### config.mk
export PLATFORM = sky130hd
export DESIGN_NAME = aluUnit
export DESIGN_NICKNAME = d
export VERILOG_FILES = /design/src/procPkg.sv /design/src/aluUnit.sv
export SDC_FILE = /design/constraint.sdc
export NUM_CORES = 1
export LEC_CHECK = 0
export ABC_AREA = 1
export BUFFER_PORTS_ARGS = -buffer_cell sky130_fd_sc_hd__clkbuf_2
export CORE_MARGIN = 2
export CORE_UTILIZATION = 40
export DETAILED_ROUTE_END_ITERATION = 10
export GPL_TIMING_DRIVEN = 0
export PLACE_DENSITY = 0.58
export SYNTH_ARGS = -nofsm -noshare
export SYNTH_HDL_FRONTEND = slang
export SYNTH_SLANG_ARGS = --single-unit
### constraint.sdc
create_clock -name vclk -period 3.5
set_input_delay 0.175 -clock vclk [all_inputs]
set_output_delay 0.175 -clock vclk [all_outputs]
set_load 0.05 [all_outputs]
### src/procPkg.sv
package procPkg;

    ////////////////////////////////////////////////////////////////////////////
    // widths and sizes
    ////////////////////////////////////////////////////////////////////////////

    localparam int dataWidth    = 32;
    localparam int instrWidth   = 32;
    localparam int regAddrWidth = 6;
    localparam int regCount     = 2 ** regAddrWidth;   // 64 registers
    localparam int functWidth   = 4;
    localparam int immWidth     = 15;
    localparam int pcWidth      = 6;                   // wraps after 64 fetches
    localparam int memDepth     = 128;
    localparam int memAddrWidth = 7;                   // low bits of alu address

    // funct = {opsel[2:0], mode}
    // arithmetic ops, mode 0
    localparam logic [functWidth-1:0] opAdd    = 4'b0000;
    localparam logic [functWidth-1:0] opSub    = 4'b0010;
    localparam logic [functWidth-1:0] opMove   = 4'b0100;
    localparam logic [functWidth-1:0] opAddInc = 4'b0110;
    localparam logic [functWidth-1:0] opInc    = 4'b1000;
    localparam logic [functWidth-1:0] opDec    = 4'b1010;

    // logic ops, mode 1
    localparam logic [functWidth-1:0] opAnd    = 4'b0001;
    localparam logic [functWidth-1:0] opOr     = 4'b0011;
    localparam logic [functWidth-1:0] opXor    = 4'b0101;
    localparam logic [functWidth-1:0] opNot    = 4'b0111;
    localparam logic [functWidth-1:0] opShl    = 4'b1001;
    localparam logic [functWidth-1:0] opLoad   = 4'b1011;
    localparam logic [functWidth-1:0] opStore  = 4'b1101;

    ////////////////////////////////////////////////////////////////////////////
    // instruction formats
    ////////////////////////////////////////////////////////////////////////////

    // register format, bits 31:23 carry nothing
    typedef struct packed {
        logic [8:0]              spare;
        logic [regAddrWidth-1:0] rt;      // 22:17
        logic [functWidth-1:0]   funct;   // 16:13
        logic [regAddrWidth-1:0] rd;      // 12:7
        logic [regAddrWidth-1:0] rs;      // 6:1
        logic                    isImm;   // 0
    } rFormat_t;

    // immediate format, signed imm in 31:17
    typedef struct packed {
        logic [immWidth-1:0]     imm;
        logic [functWidth-1:0]   funct;
        logic [regAddrWidth-1:0] rd;
        logic [regAddrWidth-1:0] rs;
        logic                    isImm;
    } iFormat_t;

    // same word, read as either format depending on bit 0
    typedef union packed {
        rFormat_t r;
        iFormat_t i;
    } instr_t;

endpackage

### src/aluUnit.sv
`timescale 1ns/1ps

module aluUnit (
    input  logic [procPkg::dataWidth-1:0]  operandA,
    input  logic [procPkg::dataWidth-1:0]  operandB,
    input  logic [procPkg::functWidth-1:0] aluOp,
    output logic [procPkg::dataWidth-1:0]  result
);

    ////////////////////////////////////////////////////////////////////////////
    // arithmetic ops (mode 0)
    ////////////////////////////////////////////////////////////////////////////

    logic [procPkg::dataWidth-1:0] arithResult;

    always_comb begin
        case (aluOp)
            procPkg::opAdd:    arithResult = operandA + operandB;
            procPkg::opSub:    arithResult = operandA - operandB;
            procPkg::opMove:   arithResult = operandA;
            procPkg::opAddInc: arithResult = operandA + operandB + 1'b1;
            procPkg::opInc:    arithResult = operandA + 1'b1;
            procPkg::opDec:    arithResult = operandA - 1'b1;
            default:           arithResult = '0;   // unused even codes
        endcase
    end

    ////////////////////////////////////////////////////////////////////////////
    // logic ops (mode 1)
    ////////////////////////////////////////////////////////////////////////////

    logic [procPkg::dataWidth-1:0] logicResult;

    always_comb begin
        case (aluOp)
            procPkg::opAnd:   logicResult = operandA & operandB;
            procPkg::opOr:    logicResult = operandA | operandB;
            procPkg::opXor:   logicResult = operandA ^ operandB;
            procPkg::opNot:   logicResult = ~operandA;
            procPkg::opShl:   logicResult = operandA << 1;
            // memory ops only need the address
            procPkg::opLoad,
            procPkg::opStore: logicResult = operandA + operandB;
            default:          logicResult = '0;
        endcase
    end

    // mode bit picks the half
    assign result = aluOp[0] ? logicResult : arithResult;

endmodule

==> results.cfg <==
[status]
outcome = complete, no violations

[synthesis]
synth_fa_ha_area_share_pct = 15.5
synth_area_per_cell_um2 = 5.25
muxShareOfSynthArea_pct = 0
synth_cell_type_count = 47
yosys_warnings = 0
synth_top_family_by_area = simple AND/OR/NAND/NOR gates
synth_compound_area_share_pct = 25.3
syn-instance-count = 1521
synth_xor_area_share_pct = 0.768
syn_nets = 1687
syn-cell-area_um2 = 7990
synthSimpleGateAreaFrac_pct = 43.1
synth-seq-area-share_pct = 0

[pwr]
intPower_uw = 600
p_comb_share_pct = 100.0
power.total_mw = 2.04
switchingPower_mw = 1.44
switching_share_pct = 70.6
peakVddDrop_uv = 138
power.density_nw_per_um2 = 220
p_leak_nw = 4.96
seqPwrFrac_pct = 0
p_clk_share_pct = 0

[final_layout]
seq_area_um2 = 0
antennaDiodeCount = 0
design.seq.count = 0
syn_to_final_growth_pct = 15.8
nets = 1802
layout-drive-gt1-share_pct = 16.8
clkbuf_count = 0

[routing]
wl_per_cell_um = 19.1
viasPerCell = 5.71
drt_iter0_markers = 1265
drc = 0
dr_total_vias = 10800
finalWirelength_mm = 36.3
firstDrtPassIters = 5
antenna_left = 0

[die]
core_um2 = 19500
die-width_um = 145
rows = 51
die_h_um = 145
io_pins = 100
dieArea_um2 = 21100
initial_core_util_pct = 40.9

[timing]
setup_viol = 0
fin_crit_sh_pct = 97.3
worstMarginPinSlew_ns = 1.16
maxSlewHeadroom_pct = 22.2
whs_ns = 0.944
drv_slew = 0
worst_slack_ns = 0.0961
fmax_ghz = 0.294
fin_crit_ns = 3.40
finalSetupTns_ns = 0
hold_viol = 0

[global_routing]
globalRouteOverflowTotal = 0
grtUsageTotal_pct = 32.3
antenna_found_initial = 0
grt_pass1_wl_mm = 53.9
first_global_vias = 9661
grt_start_max_net_pins = 11

[critical_path]
critPathCaptureType = output pin
critical_path_class = in2out
cp-start-kind = input port
cp_data_required_time_ns = 3.32
path_max_fanout = 10
arrival_ns = 3.23

[place]
portBuffers = 100
gp_congestion = 0.979
dp_hpwl_mm = 30.8
dp_slack_ns = -0.712

[clocking]
postCtsHoldBufs = 0

[run]
maxCapViolations = 0

[min_path]
worstHoldPathType = in2out
repair_timing:
action | in CTS | in global routing
setup buffers | 2 | 10
gates resized for setup | 29 | 95
endpoints found under the setup margin | 24 | 23
cloned | 0 | 1
pin swaps | 4 | 25
area by class of cell:
cell class	instances	area, µm²
Fill cell	2285	10300
Buffer	29	141
Multi-Input combinational cell	1197	7000
Timing Repair Buffer	113	668
Tap cell	265	332
Inverter	295	1110
per-stage QoR:
| step | cells | utilization, % | area, µm² |
|---|---|---|---|
| finish | 1899 | 47.4 | 9250 |
| global route | 1899 | 47.4 | 9250 |
| CTS | 1888 | 45.7 | 8930 |
| detailed placement | 1886 | 45.2 | 8820 |
| global placement | 1886 | 45.2 | 8820 |
| floorplan | 1521 | - | 7990 |
placed cells by master, fill, tap and decap left out, drive strengths merged:
master and count:
nand4 35, or2 9, fa 2, nand3b 9
clkinv 2, o21bai 6, o21ai 88, ha 96
a211oi 22, o31ai 1, and2 1, nand2 428
nor2 146, nor4 3, xnor2 3, o22ai 84
o21a 2, o211ai 1, nand3 106, a21boi 3
o2111ai 16, nor3 14, buf 32, a221oi 9
o221ai 1, xor2 4, inv 293, a31oi 4
a21oi 97, a21o 7, clkbuf 110
worst max-delay path, stage by stage:
cell and delay [ns]:
clkbuf_2 0.13, inv_2 0.06, nor2_4 0.14, inv_2 0.07, nor2_4 0.24, buf_6 0.18
o21ai_0 0.09, ha_1 0.40, nand2_1 0.13, nor2_1 0.22, inv_1 0.08, o21bai_2 0.27
o21ai_0 0.15, a21oi_1 0.24, nor2_1 0.09, o2111ai_1 0.19, buf_2 0.33
worst paths after layout:
| path | start | to | depth (start not counted) |
|---|---|---|---|
| setup / recovery | aluOp[3] | result[15] | 17 |
| hold / removal | operandA[2] | result[2] | 4 |
synth_stat cells, types with 3 or more instances:
cell / n / area share (%)
nand2_1: 395 / 19
inv_1: 277 / 13
nor2_1: 123 / 5.8
a21oi_1: 96 / 6.0
ha_1: 96 / 15
nand3_1: 95 / 6.0
o21ai_0: 86 / 5.4
o22ai_1: 84 / 6.6
nand2_2: 32 / 2.5
nand4_1: 32 / 2.5
clkbuf_1: 25 / 1.2
a211oi_1: 22 / 2.1
inv_2: 16 / 0.75
o2111ai_1: 16 / 1.8
nor3_1: 13 / 0.81
nor2_2: 11 / 0.86
nor2_4: 11 / 1.6
nand3_2: 10 / 1.3
a221oi_1: 9 / 0.99
nand3b_1: 9 / 0.85
or2_2: 9 / 0.71
a21o_1: 7 / 0.66
o21bai_1: 6 / 0.56
a31oi_1: 4 / 0.31
xor2_1: 4 / 0.44
a21boi_0: 3 / 0.28
xnor2_1: 3 / 0.33
layer usage:
| metal | GRT usage (%) | vias up | part of all wire [%] |
|---|---|---|---|
| met3 | 5.03 | 60 | 11 |
| met4 | 6.72 | 0 | 2.4 |
| li1 | - | 5301 | - |
| met5 | 0 | - | 0 |
| met1 | 47.5 | 4922 | 45 |
| met2 | 49.2 | 563 | 41 |
power groups by stage:
| stage | logic, mW | clock network [mW] | registers (mW) |
|---|---|---|---|
| 2_1_floorplan | 1.33 | 0 | 0 |
| 3_3_place_gp | 1.85 | 0 | 0 |
| 3_5_place_dp | 1.86 | 0 | 0 |
| 6_report | 2.04 | 0 | 0 |
| 4_1_cts | 1.90 | 0 | 0 |
| 5_1_grt | 2.19 | 0 | 0 |
kinds of logic (layout without fill, tap and decap cells):
group,after synthesis,count (layout)
adders and majority gates,98,98
xor gates and xnor gates,7,7
AOI/OAI and AO/OA,341,341
and+or+nand+nor,751,751
buffers and inverters,324,437
Note: power is estimated with default switching activity, not from simulation.
