## src/procPkg.sv

```systemverilog
package procPkg;

    ////////////////////////////////////////////////////////////////////////////
    // widths and sizes
    ////////////////////////////////////////////////////////////////////////////

    localparam int dataWidth    = 32;
    localparam int instrWidth   = 32;
    localparam int regAddrWidth = 6;
    localparam int regCount     = 2 ** regAddrWidth;   // 64 registers
    localparam int functWidth   = 4;
    localparam int immWidth     = 15;
    localparam int pcWidth      = 6;                   // wraps after 64 fetches
    localparam int memDepth     = 128;
    localparam int memAddrWidth = 7;                   // low bits of alu address

    // funct = {opsel[2:0], mode}
    // arithmetic ops, mode 0
    localparam logic [functWidth-1:0] opAdd    = 4'b0000;
    localparam logic [functWidth-1:0] opSub    = 4'b0010;
    localparam logic [functWidth-1:0] opMove   = 4'b0100;
    localparam logic [functWidth-1:0] opAddInc = 4'b0110;
    localparam logic [functWidth-1:0] opInc    = 4'b1000;
    localparam logic [functWidth-1:0] opDec    = 4'b1010;

    // logic ops, mode 1
    localparam logic [functWidth-1:0] opAnd    = 4'b0001;
    localparam logic [functWidth-1:0] opOr     = 4'b0011;
    localparam logic [functWidth-1:0] opXor    = 4'b0101;
    localparam logic [functWidth-1:0] opNot    = 4'b0111;
    localparam logic [functWidth-1:0] opShl    = 4'b1001;
    localparam logic [functWidth-1:0] opLoad   = 4'b1011;
    localparam logic [functWidth-1:0] opStore  = 4'b1101;

    ////////////////////////////////////////////////////////////////////////////
    // instruction formats
    ////////////////////////////////////////////////////////////////////////////

    // register format, bits 31:23 carry nothing
    typedef struct packed {
        logic [8:0]              spare;
        logic [regAddrWidth-1:0] rt;      // 22:17
        logic [functWidth-1:0]   funct;   // 16:13
        logic [regAddrWidth-1:0] rd;      // 12:7
        logic [regAddrWidth-1:0] rs;      // 6:1
        logic                    isImm;   // 0
    } rFormat_t;

    // immediate format, signed imm in 31:17
    typedef struct packed {
        logic [immWidth-1:0]     imm;
        logic [functWidth-1:0]   funct;
        logic [regAddrWidth-1:0] rd;
        logic [regAddrWidth-1:0] rs;
        logic                    isImm;
    } iFormat_t;

    // same word, read as either format depending on bit 0
    typedef union packed {
        rFormat_t r;
        iFormat_t i;
    } instr_t;

endpackage

```

## src/instrDecoder.sv

```systemverilog
`timescale 1ns/1ps

module instrDecoder (
    input  procPkg::instr_t                    instr,
    output logic [procPkg::regAddrWidth-1:0]   readAddr1,
    output logic [procPkg::regAddrWidth-1:0]   readAddr2,
    output logic [procPkg::regAddrWidth-1:0]   destAddr,
    output logic [procPkg::functWidth-1:0]     aluOp,
    output logic [procPkg::dataWidth-1:0]      immExt,
    output logic                               useImm,
    output logic                               regWrite,
    output logic                               memWrite,
    output logic                               isLoad
);

    logic isStoreCode;

    // fields common to both formats sit in the same place
    assign readAddr1 = instr.r.rs;
    assign destAddr  = instr.r.rd;
    assign aluOp     = instr.r.funct;
    assign useImm    = instr.r.isImm;

    assign immExt = {{(procPkg::dataWidth - procPkg::immWidth){instr.i.imm[procPkg::immWidth-1]}},
                     instr.i.imm};

    // store data comes from rd
    assign readAddr2 = isStoreCode ? instr.r.rd : instr.r.rt;

    always_comb begin
        regWrite    = 1'b0;
        memWrite    = 1'b0;
        isLoad      = 1'b0;
        isStoreCode = 1'b0;
        case (instr.r.funct)
            procPkg::opAdd, procPkg::opSub, procPkg::opMove, procPkg::opAddInc,
            procPkg::opInc, procPkg::opDec, procPkg::opAnd, procPkg::opOr,
            procPkg::opXor, procPkg::opNot, procPkg::opShl: begin
                regWrite = 1'b1;
            end
            procPkg::opLoad: begin
                regWrite = instr.i.isImm;   // R-format load is a nop
                isLoad   = instr.i.isImm;
            end
            procPkg::opStore: begin
                isStoreCode = 1'b1;
                memWrite    = instr.i.isImm;
            end
            default: begin
                regWrite = 1'b0;            // unused code, nothing enabled
            end
        endcase
    end

endmodule

```

## config.mk

```make
export PLATFORM = sky130hd
export DESIGN_NAME = instrDecoder
export DESIGN_NICKNAME = d
export VERILOG_FILES = /design/src/procPkg.sv /design/src/instrDecoder.sv
export SDC_FILE = /design/constraint.sdc
export NUM_CORES = 1
export LEC_CHECK = 0
export BUFFER_PORTS_ARGS = -buffer_cell sky130_fd_sc_hd__buf_4
export CORE_AREA = 10 10 53 55
export DETAILED_ROUTE_END_ITERATION = 8
export DIE_AREA = 0 0 63 65
export PLACE_DENSITY = 0.83
export SYNTH_ARGS = -nofsm -noshare
export SYNTH_HDL_FRONTEND = slang
export SYNTH_SLANG_ARGS = --single-unit
export TNS_END_PERCENT = 100
```

## constraint.sdc

```tcl
create_clock -name vclk -period 1.15
set_clock_uncertainty 0.2 [all_clocks]
set_input_delay 0.23 -clock vclk [all_inputs]
set_output_delay 0.23 -clock vclk [all_outputs]
set_load 0.005 [all_outputs]
```

==> results of run 1 <==
==> report_power, final <==
group | switching, µW | internal (µW)
registers | 0 | 0
logic | 70.4 | 156
clock network | 0 | 0
==> metrics by stage <==
step | area, µm² | utilization | power (µW) | hold WS (ps) | setup TNS [ps]
final | 658 | 0.353 | 226 | 260 | -1850
after global routing | 658 | 0.353 | 244 | 260 | -2190
after CTS | 662 | 0.356 | 232 | 260 | -2180
after detailed placement | 579 | 0.311 | 203 | 260 | -2300
after global placement | 579 | 0.311 | 200 | 260 | -2250
after floorplan | 493 | - | 165 | 293 | 0
==> synthesized netlist by cell type, drive strengths merged <==
| cell type | count |
|---|---|
| and3b | 1 |
| buf | 49 |
| mux2 | 6 |
| nand3 | 1 |
| nand4b | 1 |
| nor3b | 2 |
| o21ai | 1 |
==> timing repair <==
item | in CTS | in global routing
cloned | 0 | 0
setup endpoints to repair | 9 | 10
setup buffers | 3 | 0
pin swaps | 3 | 5
resized for setup | 15 | 2
==> routing by layer <==
| layer | routed length, µm | part of all wire | up-vias |
|---|---|---|---|
| met5 | 0 | 0 | - |
| li1 | - | - | 166 |
| met3 | 210 | 0.14 | 9 |
| met4 | 40 | 0.027 | 0 |
| met1 | 463 | 0.31 | 158 |
| met2 | 793 | 0.53 | 31 |
==> cell usage in the layout, fill, tap and decap left out, drive strengths merged <==
cell	instances
buf	58
nor3b	2
mux2	6
o21ai	1
nand4b	1
nand3	1
and3b	1
==> area by class of cell <==
type,instances,area (µm²)
Fill cell,205,1200
Timing Repair Buffer,58,473
Multi-Input combinational cell,12,151
Tap cell,27,33.8
==> logic make-up after synthesis <==
logic type	after synthesis	share of synthesized area
buffers and inverters	49	0.746
multiplexers	6	0.137
AND/OR/NAND/NOR	5	0.107
AO/OA/AOI/OAI	1	0.0101
==> final timing paths <==
kind / start / to / slack [ps] / cells after the start
worst min-delay path: instr[3] / readAddr1[2] / 260 / 0
worst max-delay path: instr[14] / readAddr2[3] / -280 / 4
==> critical path: cells and delay by family <==
family | cells | cell delay (ps)
muxes | 1 | 340
and+or+nand+nor | 1 | 220
buffers and inverters | 2 | 210
==> impl_metrics.yaml, run 1 <==
logic_synthesis:
  syn_inst: 61
  yosysSeqAreaShare: 0
  netlist.area_leader.share: 0.746
  synth_cell_types: 7
  syn_nets: 93
  yosys_warnings: 0
  ys_top_cells_by_area: "buf_4 (75%), mux2_2 (14%), nand4b_4 (4.8%)"
  yosysTopAreaCell: "buf_4"
  syn_area_um2: 493
  avgSynthCellArea_um2: 8.08
timing:
  drv_slew: 0
  clock.fmax_mhz: 700
  max_slew_margin: 0.898
  worstMarginPinSlew_ps: 152
  setup_viol: 9
  finalWorstSetupSlack_ps: -278
  hold_violations: 0
  rsz0062_at_grt: "true"
  min_period_over_period: 1.24
  min_period_ps: 1430
global_routing:
  grt_busiest_layer: "met2"
  grt.overflow.total: 0
  grt_pass1_vias: 435
  use_met3: 0.0344
  grt_max_degree: 19
  use_met1: 0.0478
  antenna_found_initial: 0
  grt_pass1_wl_um: 2150
  met2_usage: 0.119
  track_usage: 0.0609
cells_and_area:
  finalNetCount: 104
  syn2layout_area_growth_pct: 33.5
  seq_cells: 0
  drive_above_1_share: 0.971
  n_clock_buffer: 0
  fin_cells: 97
  seqCellArea_um2: 0
  diodes: 0
die:
  core_um2: 1860
  start_util: 0.265
  die_y_um: 65
  placementRows: 16
  die_width_um: 63
  ioPinCount: 90
  die_area_um2: 4100
setup_path:
  cp_slowest_cell: "mux2_4"
  cp_max_fo: 6
  path_common_cell: "buf_6"
  arrival_ps: 1000
  required_ps: 720
  path_cells: "buf_6, nand4b_4, mux2_4, buf_6"
  critPathKind: "in2out"
  worstSetupEndpointType: "output pin"
  cp_slowest_stage_delay_ps: 340
  cp-start-kind: "primary input"
drt:
  num_vias: 364
  post-route-drc-count: 0
  viasPerCell: 3.75
  wl_per_cell_um: 15.5
  antenna_left: 0
  drt_iter0_markers: 10
  wirelength_um: 1510
  firstDrtPassIters: 2
place:
  placed_cells: 95
  dp_worst_setup_slack_ps: -292
  io_buffers: 43
  hpwl_um: 1330
  gp_congestion: 0.758
job:
  max-cap-violations: 0
status:
  status: "complete, but fails checks"
  violations: "setup timing"
worst_hold_path:
  holdCritPathClass: "in2out"
clocking:
  ctsHoldBuffers: 0
power_and_ir_drop:
  power_leakage_uw: 0.000353
  cellPowerDensity_nw_per_um2: 344
  vdd_ir_drop_max_mv: 0.109
No activity file was read; power rests on OpenSTA's default activity.
==> inputs of run 2 (changes only) <==
CORE_AREA = 10 10 50 59   (was 10 10 53 55)
DIE_AREA = 0 0 60 69   (was 0 0 63 65)
PLACE_DENSITY = 0.86   (was 0.83)
==> impl_metrics.yaml, run 2 (same netlist as run 1, synthesis figures left out) <==
status:
  status: "complete, but fails checks"
  violations: "setup timing"
die:
  die_width_um: 60
  core_um2: 1830
  placementRows: 17
  die_area_um2: 4140
  start_util: 0.269
  ioPinCount: 90
  die_y_um: 69
setup_path:
  arrival_ps: 1010
  cp_max_fo: 6
  path_cells: "buf_6, nand4b_4, mux2_4, buf_6"
  crit_family: "multiplexers"
  required_ps: 720
  path_common_cell: "buf_6"
  crit_start: "instr[14]"
  critPathKind: "in2out"
  crit_buf_inv: 2
  cp_slowest_cell: "mux2_4"
  cp-start-kind: "primary input"
  cp_slowest_stage_delay_ps: 340
  worstSetupEndpointType: "output pin"
global_routing:
  track_usage: 0.0648
  grt_pass1_wl_um: 2290
  grt_pass1_vias: 448
  grt_max_degree: 19
  antenna_found_initial: 0
  grt.overflow.total: 0
drt:
  drt_iter0_markers: 2
  wirelength_um: 1500
  antenna_left: 0
  wl_per_cell_um: 18.1
  viasPerCell: 4.30
  post-route-drc-count: 0
  firstDrtPassIters: 2
  num_vias: 357
timing:
  rsz0062_at_grt: "true"
  drv_slew: 0
  clock.fmax_mhz: 696
  min_period_over_period: 1.25
  max_slew_margin: 0.896
  worstMarginPinSlew_ps: 156
  min_period_ps: 1440
  finalWorstSetupSlack_ps: -287
  worst_hold_slack_ps: 260
  setup_viol: 9
  hold_violations: 0
cells_and_area:
  fin_cells: 83
  diodes: 0
  layout_commonest_cell: "buf_4"
  final_cell_mix: "buf_4 (45), buf_6 (6), mux2_2 (5)"
  finalNetCount: 98
  syn2layout_area_growth_pct: 20.8
  n_clock_buffer: 0
  drive_above_1_share: 0.969
  seq_cells: 0
  seqCellArea_um2: 0
job:
  max-cap-violations: 0
power_and_ir_drop:
  vdd_ir_drop_max_mv: 0.121
  cellPowerDensity_nw_per_um2: 349
  power_leakage_uw: 0.000322
place:
  placed_cells: 82
  hpwl_um: 1370
  gp_congestion: 0.717
  io_buffers: 43
  dp_worst_setup_slack_ps: -324
clocking:
  ctsHoldBuffers: 0
worst_hold_path:
  holdCritPathClass: "in2out"
  hp-start: "instr[1]"
==> run 2: cell type report <==
class | count | area (µm²)
repair buffers | 52 | 420
multi-input cells | 12 | 151
well taps | 19 | 23.8
fillers | 194 | 1230
==> run 2: path summary, 6_finish.rpt <==
kind | to | slack [ps] | cells past startpoint
min | readAddr1[0] | 260 | 0
max | readAddr2[4] | -290 | 4
==> run 2: what timing repair did <==
item                       in CTS  in global routing
setup endpoints to repair       9                  9
pin swaps                       4                  3
gates resized for setup        13                  3
buffers inserted                2                  1
==> run 2: stage by stage <==
step / setup TNS, ps / utilization / power (µW) / cell area, µm²
after floorplan: 0 / - / 165 / 493
final: -1880 / 0.326 / 208 / 596
after global routing: -2280 / 0.326 / 228 / 596
after global placement: -2290 / 0.291 / 188 / 532
after detailed placement: -2420 / 0.291 / 192 / 532
after CTS: -2310 / 0.328 / 215 / 599
==> run 2: routing by layer <==
metal  wire (µm)  track usage  part of all wire  vias up
met5           0            0                 0        -
met4          38       0.0174             0.025        0
met3         389       0.0640              0.26        7
met2         662        0.107              0.44       46
met1         413       0.0512              0.27      151
li1            -            -                 -      153
==> run 2: where the power goes <==
part / internal, µW / switching [µW] / total, µW
logic: 141 / 66.7 / 208
registers: 0 / 0 / 0
clock network: 0 / 0 / 0
